### src/common/csi_rx_settings.svh
// fixed constants of the csi-2 receiver: lane count, sync pattern, skew depth, long packet limit
`ifndef CSI_RX_SETTINGS_SVH
`define CSI_RX_SETTINGS_SVH

// two data lanes, lane 0 in the low byte of every bus
`define CSI_RX_LANES 2

// leader byte that follows the hs-zero period on each lane
`define CSI_RX_SYNC_BYTE 8'hB8

// deepest tap in the word aligner delay line, in byte clocks
`define CSI_RX_MAX_SKEW 2

// data types at or above this value carry a payload
`define CSI_RX_LONG_MIN 6'h10

`endif

### src/common/csi_rx_pkg.sv
// structs and enums shared by the csi-2 receiver blocks and the testbench
package csi_rx_pkg;

   // one lane after bit alignment
   typedef struct packed {
      logic [7:0] data;
      logic       valid;   // high from the byte after the sync byte
   } lane_byte_t;

   // deskewed two-lane word, also used for payload out
   typedef struct packed {
      logic [15:0] data;
      logic        valid;
   } word_t;

   // decoded packet header
   typedef struct packed {
      logic [1:0]  virtual_channel;
      logic [5:0]  data_type;
      logic [15:0] word_count;   // payload bytes for long packets, data field for short ones
   } header_t;

   // data type codes used on the link
   typedef enum logic [5:0] {
      frame_start = 6'h00,
      frame_end   = 6'h01,
      line_start  = 6'h02,
      line_end    = 6'h03,
      raw8        = 6'h2A
   } data_type_e;

   // packet handler fsm
   typedef enum logic [1:0] {
      idle,        // waiting for header word 0, sync requested
      header_hi,   // waiting for header word 1
      payload,     // forwarding payload words
      checksum     // dropping the crc word
   } packet_state_e;

endpackage

### src/verilog/csi_rx_byte_align.sv
// per-lane byte aligner with sync byte search over eight bit offsets and offset lock
`timescale 1ns/1ns
`include "csi_rx_settings.svh"

module csi_rx_byte_align (
   input  logic                   byte_clock,
   input  logic                   reset,         // sync, active high
   input  logic                   enable,        // low freezes every register
   input  logic                   packet_done,   // unlock and search again
   input  logic [7:0]             raw_byte,      // deserialized byte with unknown bit boundary
   output csi_rx_pkg::lane_byte_t lane
);

   logic [7:0]  curr_byte;      // newest raw byte
   logic [7:0]  last_byte;      // the one before it
   logic [15:0] joined;         // window of 16 bits to slide over
   logic [2:0]  offset;         // locked bit offset
   logic        locked;
   logic        found;          // sync pattern somewhere in the window
   logic [2:0]  found_offset;
   logic [7:0]  byte_q;
   logic        valid_q;

   // bits arrive lsb first so the older byte sits in the low half
   assign joined = {curr_byte, last_byte};

   // eight-way compare
   always_comb begin
      found        = 1'b0;
      found_offset = 3'd0;
      for (int k = 7; k >= 0; k--) begin   // walk down so lowest offset is the last hit
         if (joined[k +: 8] == `CSI_RX_SYNC_BYTE) begin
            found        = 1'b1;
            found_offset = 3'(k);
         end
      end
   end

   // raw byte pipe and shifted output byte
   always_ff @(posedge byte_clock) begin
      if (enable) begin
         curr_byte <= raw_byte;
         last_byte <= curr_byte;
         byte_q    <= joined[offset +: 8];   // uses the new offset from the byte after sync
      end
   end

   // lock control
   always_ff @(posedge byte_clock) begin
      if (reset) begin
         locked  <= 1'b0;
         offset  <= 3'd0;
         valid_q <= 1'b0;
      end else if (enable) begin
         valid_q <= locked;   // follows lock one cycle late, so it drops a cycle after packet_done
         if (packet_done) begin
            locked <= 1'b0;
         end else if (!locked && found) begin
            locked <= 1'b1;          // hold this offset for the rest of the packet
            offset <= found_offset;
         end
      end
   end

   assign lane = '{data: byte_q, valid: valid_q};

endmodule

### src/verilog/csi_rx_packet_handler.sv
// packet handler: header decode, payload forwarding, packet end and sync request
`timescale 1ns/1ns
`include "csi_rx_settings.svh"

module csi_rx_packet_handler (
   input  logic                byte_clock,
   input  logic                reset,
   input  logic                enable,
   input  csi_rx_pkg::word_t   aligned,         // deskewed word from the word aligner
   output logic                wait_for_sync,   // lets the word aligner lock
   output logic                packet_done,     // one cycle after the last word
   output csi_rx_pkg::header_t header,
   output logic                header_valid,
   output csi_rx_pkg::word_t   payload
);

   csi_rx_pkg::packet_state_e state;
   logic [7:0]  data_id;        // vc and data type from header word 0
   logic [7:0]  count_lo;       // word_count low byte
   logic [15:0] word_count;     // full count once header word 1 is on the bus
   logic [14:0] words_left;     // payload words still to forward
   logic        is_long;
   logic        take_hdr0;
   logic        take_hdr1;
   logic [15:0] payload_data;
   logic        payload_valid;

   assign word_count    = {aligned.data[7:0], count_lo};
   assign is_long       = (data_id[5:0] >= `CSI_RX_LONG_MIN);
   assign wait_for_sync = (state == csi_rx_pkg::idle);
   // aligner still shows the word after the crc while packet_done is high
   assign take_hdr0 = (state == csi_rx_pkg::idle) && aligned.valid && !packet_done;
   assign take_hdr1 = (state == csi_rx_pkg::header_hi) && aligned.valid;

   always_ff @(posedge byte_clock) begin
      if (reset) begin
         state         <= csi_rx_pkg::idle;
         words_left    <= '0;
         header_valid  <= 1'b0;
         packet_done   <= 1'b0;
         payload_valid <= 1'b0;
      end else if (enable) begin
         header_valid  <= 1'b0;   // pulses by default
         packet_done   <= 1'b0;
         payload_valid <= 1'b0;
         case (state)
            csi_rx_pkg::idle: begin
               if (take_hdr0) state <= csi_rx_pkg::header_hi;
            end
            csi_rx_pkg::header_hi: begin
               if (take_hdr1) begin
                  header_valid <= 1'b1;
                  if (!is_long) begin
                     packet_done <= 1'b1;   // short packet ends at header word 1
                     state       <= csi_rx_pkg::idle;
                  end else if (word_count[15:1] == '0) begin
                     state <= csi_rx_pkg::checksum;   // empty long packet
                  end else begin
                     words_left <= word_count[15:1];  // two bytes per word
                     state      <= csi_rx_pkg::payload;
                  end
               end
            end
            csi_rx_pkg::payload: begin
               if (aligned.valid) begin
                  payload_valid <= 1'b1;
                  words_left    <= words_left - 15'd1;
                  if (words_left == 15'd1) state <= csi_rx_pkg::checksum;
               end
            end
            csi_rx_pkg::checksum: begin
               if (aligned.valid) begin
                  packet_done <= 1'b1;   // crc consumed, not checked
                  state       <= csi_rx_pkg::idle;
               end
            end
            default: state <= csi_rx_pkg::idle;
         endcase
      end
   end

   // header fields and payload data
   always_ff @(posedge byte_clock) begin
      if (enable) begin
         payload_data <= aligned.data;
         if (take_hdr0) begin
            data_id  <= aligned.data[7:0];
            count_lo <= aligned.data[15:8];
         end
         if (take_hdr1) begin
            header <= '{virtual_channel: data_id[7:6],
                        data_type:       data_id[5:0],
                        word_count:      word_count};   // ecc byte in data[15:8] dropped
         end
      end
   end

   assign payload = '{data: payload_data, valid: payload_valid};

endmodule

### src/verilog/csi_rx_top.sv
// receiver top: two byte aligners, word aligner and packet handler
`timescale 1ns/1ns

module csi_rx_top (
   input  logic                byte_clock,
   input  logic                reset,
   input  logic                enable,
   input  logic [15:0]         raw_bytes,      // lane 1 high byte, lane 0 low byte
   output csi_rx_pkg::header_t header,
   output logic                header_valid,
   output csi_rx_pkg::word_t   payload
);

   csi_rx_pkg::lane_byte_t lane0;
   csi_rx_pkg::lane_byte_t lane1;
   csi_rx_pkg::word_t      aligned;
   logic                   packet_done;       // handler to word aligner
   logic                   packet_done_out;   // word aligner to both byte aligners
   logic                   wait_for_sync;

   csi_rx_byte_align lane0_align (
      .byte_clock  (byte_clock),
      .reset       (reset),
      .enable      (enable),
      .packet_done (packet_done_out),
      .raw_byte    (raw_bytes[7:0]),
      .lane        (lane0)
   );

   csi_rx_byte_align lane1_align (
      .byte_clock  (byte_clock),
      .reset       (reset),
      .enable      (enable),
      .packet_done (packet_done_out),
      .raw_byte    (raw_bytes[15:8]),
      .lane        (lane1)
   );

   csi_rx_word_align word_align (
      .byte_clock      (byte_clock),
      .reset           (reset),
      .enable          (enable),
      .packet_done     (packet_done),
      .wait_for_sync   (wait_for_sync),
      .word_in         ({lane1.data, lane0.data}),
      .valid_in        ({lane1.valid, lane0.valid}),
      .packet_done_out (packet_done_out),
      .aligned         (aligned)
   );

   csi_rx_packet_handler packet_handler (
      .byte_clock    (byte_clock),
      .reset         (reset),
      .enable        (enable),
      .aligned       (aligned),
      .wait_for_sync (wait_for_sync),
      .packet_done   (packet_done),
      .header        (header),
      .header_valid  (header_valid),
      .payload       (payload)
   );

endmodule

### src/word_align/csi_rx_word_align.sv
// word aligner: lane deskew by tap selection, failed start detection, packet_done_out
`timescale 1ns/1ns
`include "csi_rx_settings.svh"

module csi_rx_word_align (
   input  logic              byte_clock,
   input  logic              reset,
   input  logic              enable,
   input  logic              packet_done,       // from packet handler
   input  logic              wait_for_sync,     // handler idle, ok to lock
   input  logic [15:0]       word_in,           // bytes from both byte aligners
   input  logic [1:0]        valid_in,          // lane valids, bit 0 is lane 0
   output logic              packet_done_out,   // restarts the byte aligners
   output csi_rx_pkg::word_t aligned
);

   logic [8*`CSI_RX_LANES-1:0] word_dly  [0:`CSI_RX_MAX_SKEW];   // stage 0 is newest
   logic [`CSI_RX_LANES-1:0]   valid_dly [0:`CSI_RX_MAX_SKEW];
   logic [1:0]                 taps      [`CSI_RX_LANES];         // latched per lane
   logic [1:0]                 next_taps [`CSI_RX_LANES];         // from valid age
   logic [1:0]                 sel_taps  [`CSI_RX_LANES];
   logic [`CSI_RX_LANES-1:0]   lane_full;      // lane valid through the whole delay line
   logic                       locked;
   logic                       next_valid;
   logic                       lock_now;
   logic                       invalid_start;
   logic [8*`CSI_RX_LANES-1:0] aligned_word;
   logic [8*`CSI_RX_LANES-1:0] aligned_data;
   logic                       aligned_valid;

   // tap per lane is the age of its valid, oldest stage wins
   always_comb begin
      for (int i = 0; i < `CSI_RX_LANES; i++) begin
         next_taps[i] = 2'd0;
         lane_full[i] = 1'b1;
         for (int d = 0; d <= `CSI_RX_MAX_SKEW; d++) begin
            if (valid_dly[d][i]) begin
               next_taps[i] = 2'(d);
            end else begin
               lane_full[i] = 1'b0;
            end
         end
      end
   end

   // all lanes valid and the latest one just started, stale valids after a packet never lock
   assign next_valid    = (&valid_dly[0]) & (|(valid_dly[0] & ~valid_dly[1]));
   assign lock_now      = next_valid & ~locked & wait_for_sync;
   assign invalid_start = ~(&valid_dly[0]) & (|lane_full);   // one lane ran ahead too far

   // on the lock cycle the fresh taps already pick header word 0
   always_comb begin
      for (int i = 0; i < `CSI_RX_LANES; i++) begin
         sel_taps[i] = lock_now ? next_taps[i] : taps[i];
         aligned_word[8*i +: 8] = word_dly[sel_taps[i]][8*i +: 8];
      end
   end

   // byte delay line and output word, payload only
   always_ff @(posedge byte_clock) begin
      if (enable) begin
         word_dly[0]  <= word_in;
         for (int d = 1; d <= `CSI_RX_MAX_SKEW; d++) begin
            word_dly[d] <= word_dly[d-1];
         end
         aligned_data <= aligned_word;
      end
   end

   always_ff @(posedge byte_clock) begin
      if (reset) begin
         valid_dly     <= '{default: '0};
         taps          <= '{default: 2'd0};
         locked        <= 1'b0;
         aligned_valid <= 1'b0;
      end else if (enable) begin
         valid_dly[0] <= valid_in;
         for (int d = 1; d <= `CSI_RX_MAX_SKEW; d++) begin
            valid_dly[d] <= valid_dly[d-1];
         end
         aligned_valid <= lock_now | (locked & ~packet_done);
         if (lock_now) begin
            locked <= 1'b1;
            taps   <= next_taps;   // keep skew fixed until the packet ends
         end else if (packet_done) begin
            locked <= 1'b0;
         end
      end
   end

   assign aligned         = '{data: aligned_data, valid: aligned_valid};
   assign packet_done_out = packet_done | invalid_start;   // either ends the byte aligner lock

endmodule
### config.mk
export PLATFORM = sky130hd
export DESIGN_NAME = csi_rx_top
export DESIGN_NICKNAME = d
export VERILOG_FILES = /design/src/common/csi_rx_pkg.sv /design/src/verilog/csi_rx_byte_align.sv /design/src/verilog/csi_rx_packet_handler.sv /design/src/verilog/csi_rx_top.sv /design/src/word_align/csi_rx_word_align.sv
export VERILOG_INCLUDE_DIRS = /design/src /design/src/common
export SDC_FILE = /design/constraint.sdc
export NUM_CORES = 1
export LEC_CHECK = 0
export ABC_AREA = 1
export BUFFER_PORTS_ARGS = -buffer_cell sky130_fd_sc_hd__buf_2
export CAP_MARGIN = 40
export CORE_ASPECT_RATIO = 0.6
export CORE_MARGIN = 2
export CORE_UTILIZATION = 34
export CTS_CLUSTER_SIZE = 40
export DETAILED_ROUTE_END_ITERATION = 10
export GPL_TIMING_DRIVEN = 0
export PLACE_DENSITY_LB_ADDON = 0.15
export SLEW_MARGIN = 20
export SYNTH_ARGS = -nofsm -noshare
export SYNTH_HDL_FRONTEND = slang
export SYNTH_SLANG_ARGS = --single-unit
### constraint.sdc
create_clock -name byte_clock -period 2.55 [get_ports byte_clock]
set_input_delay 0.6375 -clock byte_clock [delete_from_list [all_inputs] [get_ports byte_clock]]
set_output_delay 0.6375 -clock byte_clock [all_outputs]
set_load 0.005 [all_outputs]
Word-level counts from Yosys, hierarchy flattened
Memory sizes are Yosys's and may differ from the RTL's. A register that Yosys moved wholly into a read port is not among the register bits.
Cells that the tools add are included.
Widths: inputs -> output; s select.
{"block": "word_totals", "input_bits": 19, "mem_bits_rw": 48, "out_inout_bits": 42, "register_bits": 146, "memories": 1}
{"name": "word_align.word_dly", "words": 3, "word_bits": 16, "read_ports": 4, "rd_ports_with_merged_regs": 2, "write_ports": 3, "line_no": "csi_rx_word_align.sv:17", "source": "logic [8*`CSI_RX_LANES-1:0] word_dly [0:`CSI_RX_MAX_SKEW];"}
{"block": "classes", "bitwise": 13, "n_reduce_logical": 27, "n_addsub": 1, "eq_ne": 27, "n_shift": 2, "order_cmp": 1, "mux": 72}
{"operator": "$eq 8x8->1 const B", "n": 16}
{"operator": "$mux 15", "n": 4}
{"operator": "$mux 3", "n": 16}
{"operator": "$mux 1", "n": 39}
{"operator": "$shiftx 16x4->8", "n": 2}
{"operator": "$pmux 15 s2", "n": 1}
{"operator": "$mux 2", "n": 10}
{"operator": "$eq 15x1->1 const B", "n": 1}
{"operator": "$logic_not 15->1", "n": 1}
{"operator": "$sub 15x1->15 const B", "n": 1}
{"operator": "$reduce_and 2->1", "n": 7}
{"operator": "$reduce_and 6->1", "n": 2}
{"operator": "$ne 2x1->1 const B", "n": 4}
{"operator": "$pmux 2 s4", "n": 1}
{"operator": "$reduce_bool 2->1", "n": 4}
{"operator": "$ge 6x5->1 const B", "n": 1}
{"operator": "$ne 2x2->1 const B", "n": 3}
{"operator": "$reduce_and 3->1", "n": 2}
{"operator": "$and 1x1->1", "n": 5}
{"operator": "$logic_and 1x1->1", "n": 5}
{"operator": "$eq 2x2->1 const B", "n": 2}
{"operator": "$not 1->1", "n": 4}
{"operator": "$reduce_or 2->1", "n": 2}
{"operator": "$logic_not 1->1", "n": 3}
{"operator": "other kinds (6)", "n": 7}

Longest topological paths before layout
{"block": "logic_depth", "depth_word": 12, "ltp_mapped": 11, "mapped_depth_nobuf": 11}

By module
Synthesis repeated with hierarchy kept, for this count alone.
{"block": "unflattened", "hier_cells": 967, "area_unflattened_um2": 9450.3}
{"mod": "csi_rx_byte_align", "cells_each": 209, "instances": 2, "area_per_inst_um2": 1622.8}
{"mod": "csi_rx_word_align", "cells_each": 248, "instances": 1, "area_per_inst_um2": 3110.5}
{"mod": "csi_rx_packet_handler", "cells_each": 301, "instances": 1, "area_per_inst_um2": 3094.2}

Worst setup path after synthesis
Ideal clock, no wire load.
{"block": "synth_timing", "path_type": "input to register", "startpoint": "input port enable", "endpoint": "register packet_handler.header[0] (netlist name)", "arrival_time_ns": 1.908, "path_slack_ns": 0.236, "stages": 4, "setup_ns": 0.406, "t_required_ns": 2.144, "path_buffers": 0, "cell_sequence": "nand2_1 -> inv_1 -> nand2_2 -> nor2_1"}
{"block": "synth_via", "elab_chain_len": 1}
{"item": "start: declaration", "line_no": "csi_rx_top.sv:7", "source": "input logic enable,"}
{"item": "$reduce_and 2->1 (no source line)"}
Every way passes these cells.
A chain may end at the register's enable or synchronous reset.

Final worst setup path
{"block": "layout_timing", "startpoint": "input port enable", "endpoint": "register lane0_align.offset[0]"}
{"block": "layout_via", "elab_chain_len": 1}
{"item": "$reduce_and 3->1 (no source line)"}
{"item": "end signal: assignment", "line_no": "csi_rx_byte_align.sv:60", "source": "offset <= found_offset;"}
{"item": "end: declaration", "line_no": "csi_rx_byte_align.sv:17", "source": "logic [2:0] offset;"}
Every way passes these cells.

==> out/results.txt <==
LEAKAGE = 4.278 nW
Most used DFF post-synth = edfxtp_1
Die area = 27,990 sq um
Design Power = 0.007283 W
Post-CTS setup buffer count = 0
Crit path capture type = register
Int Power = 0.005649 W
Pre-CTS WS = -0.04859 ns
Status = finished clean
Hold Vio Cnt, Final = 0
GPL Wtd Cong = 0.9019
Clk pwr share = 39.4%
R2R setup slack = 0.71 ns
Residual DRC = 0
CP max FO = 79
Most common cell after layout, fill and taps aside = nand2_1
Critical path type = in -> reg
Worst setup SP type = input port
Port Buf Inserts = 60
DRT iter0 DRCs = 474
Setup_tns = 0 ns
Pwr dens = 692.7 nW/um^2
Die span in y = 130.4 um
Tmin final = 2.079 ns
Clk buf depth = 3
Cts bufs inserted = 21
Share of cells above drive strength 1 = 12.34%
Drt wl/cell = 14.73 um
Synth Register Bits = 210
Final WS setup = 0.4707 ns
Pins Over Slew Limit = 0
Starting Density = 34.42%
Clk slew on worst S/H paths = 0.06 ns
Flop pwr share = 55.1%
Synth cell types = 33
Worst-margin pin slew = 0.7928 ns
Antenna violations before repair = 0
Hold Path End = lane1_align.curr_byte[7]$_DFFE_PP_
Worst R2R Path Depth = 8
Final wirelength = 20.57 mm
Drt first pass iters = 5
FFs w/ async S/R, synth = 0%
Hold crit path type = in -> reg
Post-CTS sizing = 0
DP Area = 9897 sq um
Skew-Pair Late Insertion Delay = 0.51 ns
IO Count = 61
Reg2reg end = word_align.aligned_data[11]$_DFFE_PP_
H-tree depth = 1
DP Cell Count = 1,361
First-pass GRT wire length = 32.74 mm
Core box area = 26,300 sq um
Number of synthesized flops with an enable pin = 168
Clock sink count = 210
Overall Global Routing Usage = 14.91%
Grt total ovfl = 0
Synthesized net count = 958
Final nets = 1,045
Synth Cell Area = 9054 sq um
RSZ-0062 raised after global routing = false
Register area share after synthesis = 65.01%
Combinational power share = 5.4%
Avg Cell Area, Syn = 9.662 sq um
Vias per cell = 4.534
Most frequent cells in the layout = nand2_1 (269), edfxtp_1 (168), nor2_1 (126), inv_1 (83), o21ai_0 (81)
Fin Clk Skew = 0.01434 ns
Switch Pwr = 0.001634 W
Maxcap violations = 0
Synthesis Warnings = 0
Hold Path Stages = 1
Worst relative slew slack = 47.14%
DR vias = 6,334
Post-CTS Hold Buffers = 0
CTS tree = yes
Syn-to-layout area delta = 16.13%
Clock Tree Root = clkbuf_16
Antenna diode instance count = 0
Critical Path RT = 2.94 ns
Cell count after synthesis = 937
Worst hold start = raw_bytes[15]
Non-Filler Instances = 1,397
Peak VDD IR = 0.3985 mV
Worst EP arrival = 2.47 ns
Post-DP HPWL = 14.46 mm
ANT nets after route = 0
FP Rows = 46
Count of final setup violators = 0
Switching Fraction = 22.44%
Fmax = 480.9 MHz
Final worst-path cycle share = 81.54%
Final Cell Area = 10,510 sq um
Overall die width = 214.7 um
Vias in the first global route = 5,829
Largest net degree at the start of global routing = 80
## cell families after synthesis
family	count (synthesis)	share of synthesized area [%]
buf+inv	116	5.169
xor+xnor	1	0.09676
compound gates	144	8.278
fa+ha+maj	2	0.2764
mux	8	0.8845
flops	210	65.01
simple gates	456	20.29
## stage by stage
| step | utilization [%] | hold slack, ns |
|---|---|---|
| after floorplan | - | 0.4003 |
| after global placement | 37.28 | 0.4013 |
| after detailed placement | 37.63 | 0.4045 |
| after CTS | 39.97 | 0.2862 |
| after global routing | 39.97 | 0.2848 |
| final | 39.97 | 0.3129 |
## synthesized netlist by cell type, types with 2 or more instances
master	count	area (sq um)
nand2_1	269	1010
edfxtp_1	168	5045
nor2_1	127	476.7
inv_1	83	311.6
o21ai_0	81	405.4
a21oi_1	42	210.2
dfxtp_1	42	840.8
nand3_1	34	170.2
clkbuf_1	13	48.80
o21ai_1	12	60.06
inv_2	8	30.03
mux2i_1	8	80.08
nand2_2	7	43.79
buf_2	5	25.02
nand4_1	5	31.28
o21ai_2	4	35.03
buf_4	3	22.52
nor3_1	3	15.01
or2_2	3	18.77
a211oi_1	2	15.01
buf_6	2	22.52
clkinv_1	2	7.510
ha_1	2	25.02
nand2_4	2	22.52
or2_1	2	12.51
## registers in the layout (all words and copies together), names as in the netlist, 3 cells and up, named ones only
name / count
lane0_align.offset: 3
word_align.aligned_data: 16
lane1_align.byte_q: 8
lane0_align.last_byte: 8
lane0_align.byte_q: 8
lane1_align.offset: 3
packet_handler.words_left: 15
word_align.valid_dly: 6
word_align.word_dly: 48
packet_handler.count_lo: 8
lane0_align.curr_byte: 8
packet_handler.payload_data: 16
lane1_align.last_byte: 8
lane1_align.curr_byte: 8
packet_handler.header: 24
packet_handler.data_id: 8
word_align.taps: 4
## routing by layer
metal / track usage, % / part of all wire [%] / vias to the layer above / routed length, um
met3: 2.824 / 5.4 / 35 / 1102
li1: - / - / 3282 / -
met1: 23.93 / 55 / 2883 / 11250
met5: 0 / 0 / - / 0
met2: 20.16 / 38 / 134 / 7811
met4: 3.881 / 2.0 / 0 / 413
## power groups by stage
| stage | Clock [W] | Combinational (W) | Sequential [W] |
|---|---|---|---|
| 6_report | 0.00287 | 0.000396 | 0.00401 |
| 4_1_cts | 0.00299 | 0.000398 | 0.00402 |
| 3_5_place_dp | 0 | 0.000396 | 0.00409 |
| 2_1_floorplan | 0 | 0.000232 | 0.00404 |
| 5_1_grt | 0.00314 | 0.000456 | 0.00403 |
| 3_3_place_gp | 0 | 0.000388 | 0.00410 |
## how the worst max path moves through the flow
stage,startpoint,endpoint,cells past startpoint
finish,enable,lane0_align.offset[0]$_SDFFE_PP0P_,9
floorplan,enable,packet_handler.header[0]$_DFFE_PP_,4
detailed placement,enable,lane0_align.offset[0]$_SDFFE_PP0P_,9
global route,enable,lane0_align.offset[0]$_SDFFE_PP0P_,10
CTS,enable,lane0_align.offset[0]$_SDFFE_PP0P_,9
global placement,enable,packet_handler.data_id[7]$_DFFE_PP_,3
## worst max-delay path: stages
cell     delay, ns
buf_8         0.34
buf_16        0.37
inv_2         0.14
nor2_1        0.18
inv_1         0.06
nor2_1        0.28
o21ai_1       0.18
a21oi_1       0.16
nor2_1        0.05
## cell type report
class,instances,area [sq um]
inverters,93,349.1
clock inverters,8,65.06
plain buffers,23,118.9
repair buffers,64,380.4
clock buffers,28,551.8
multi-input cells,611,2713
well taps,360,450.4
flip-flops and latches,210,5886
fillers,2637,15790
Power figures use the tool's default switching activity.
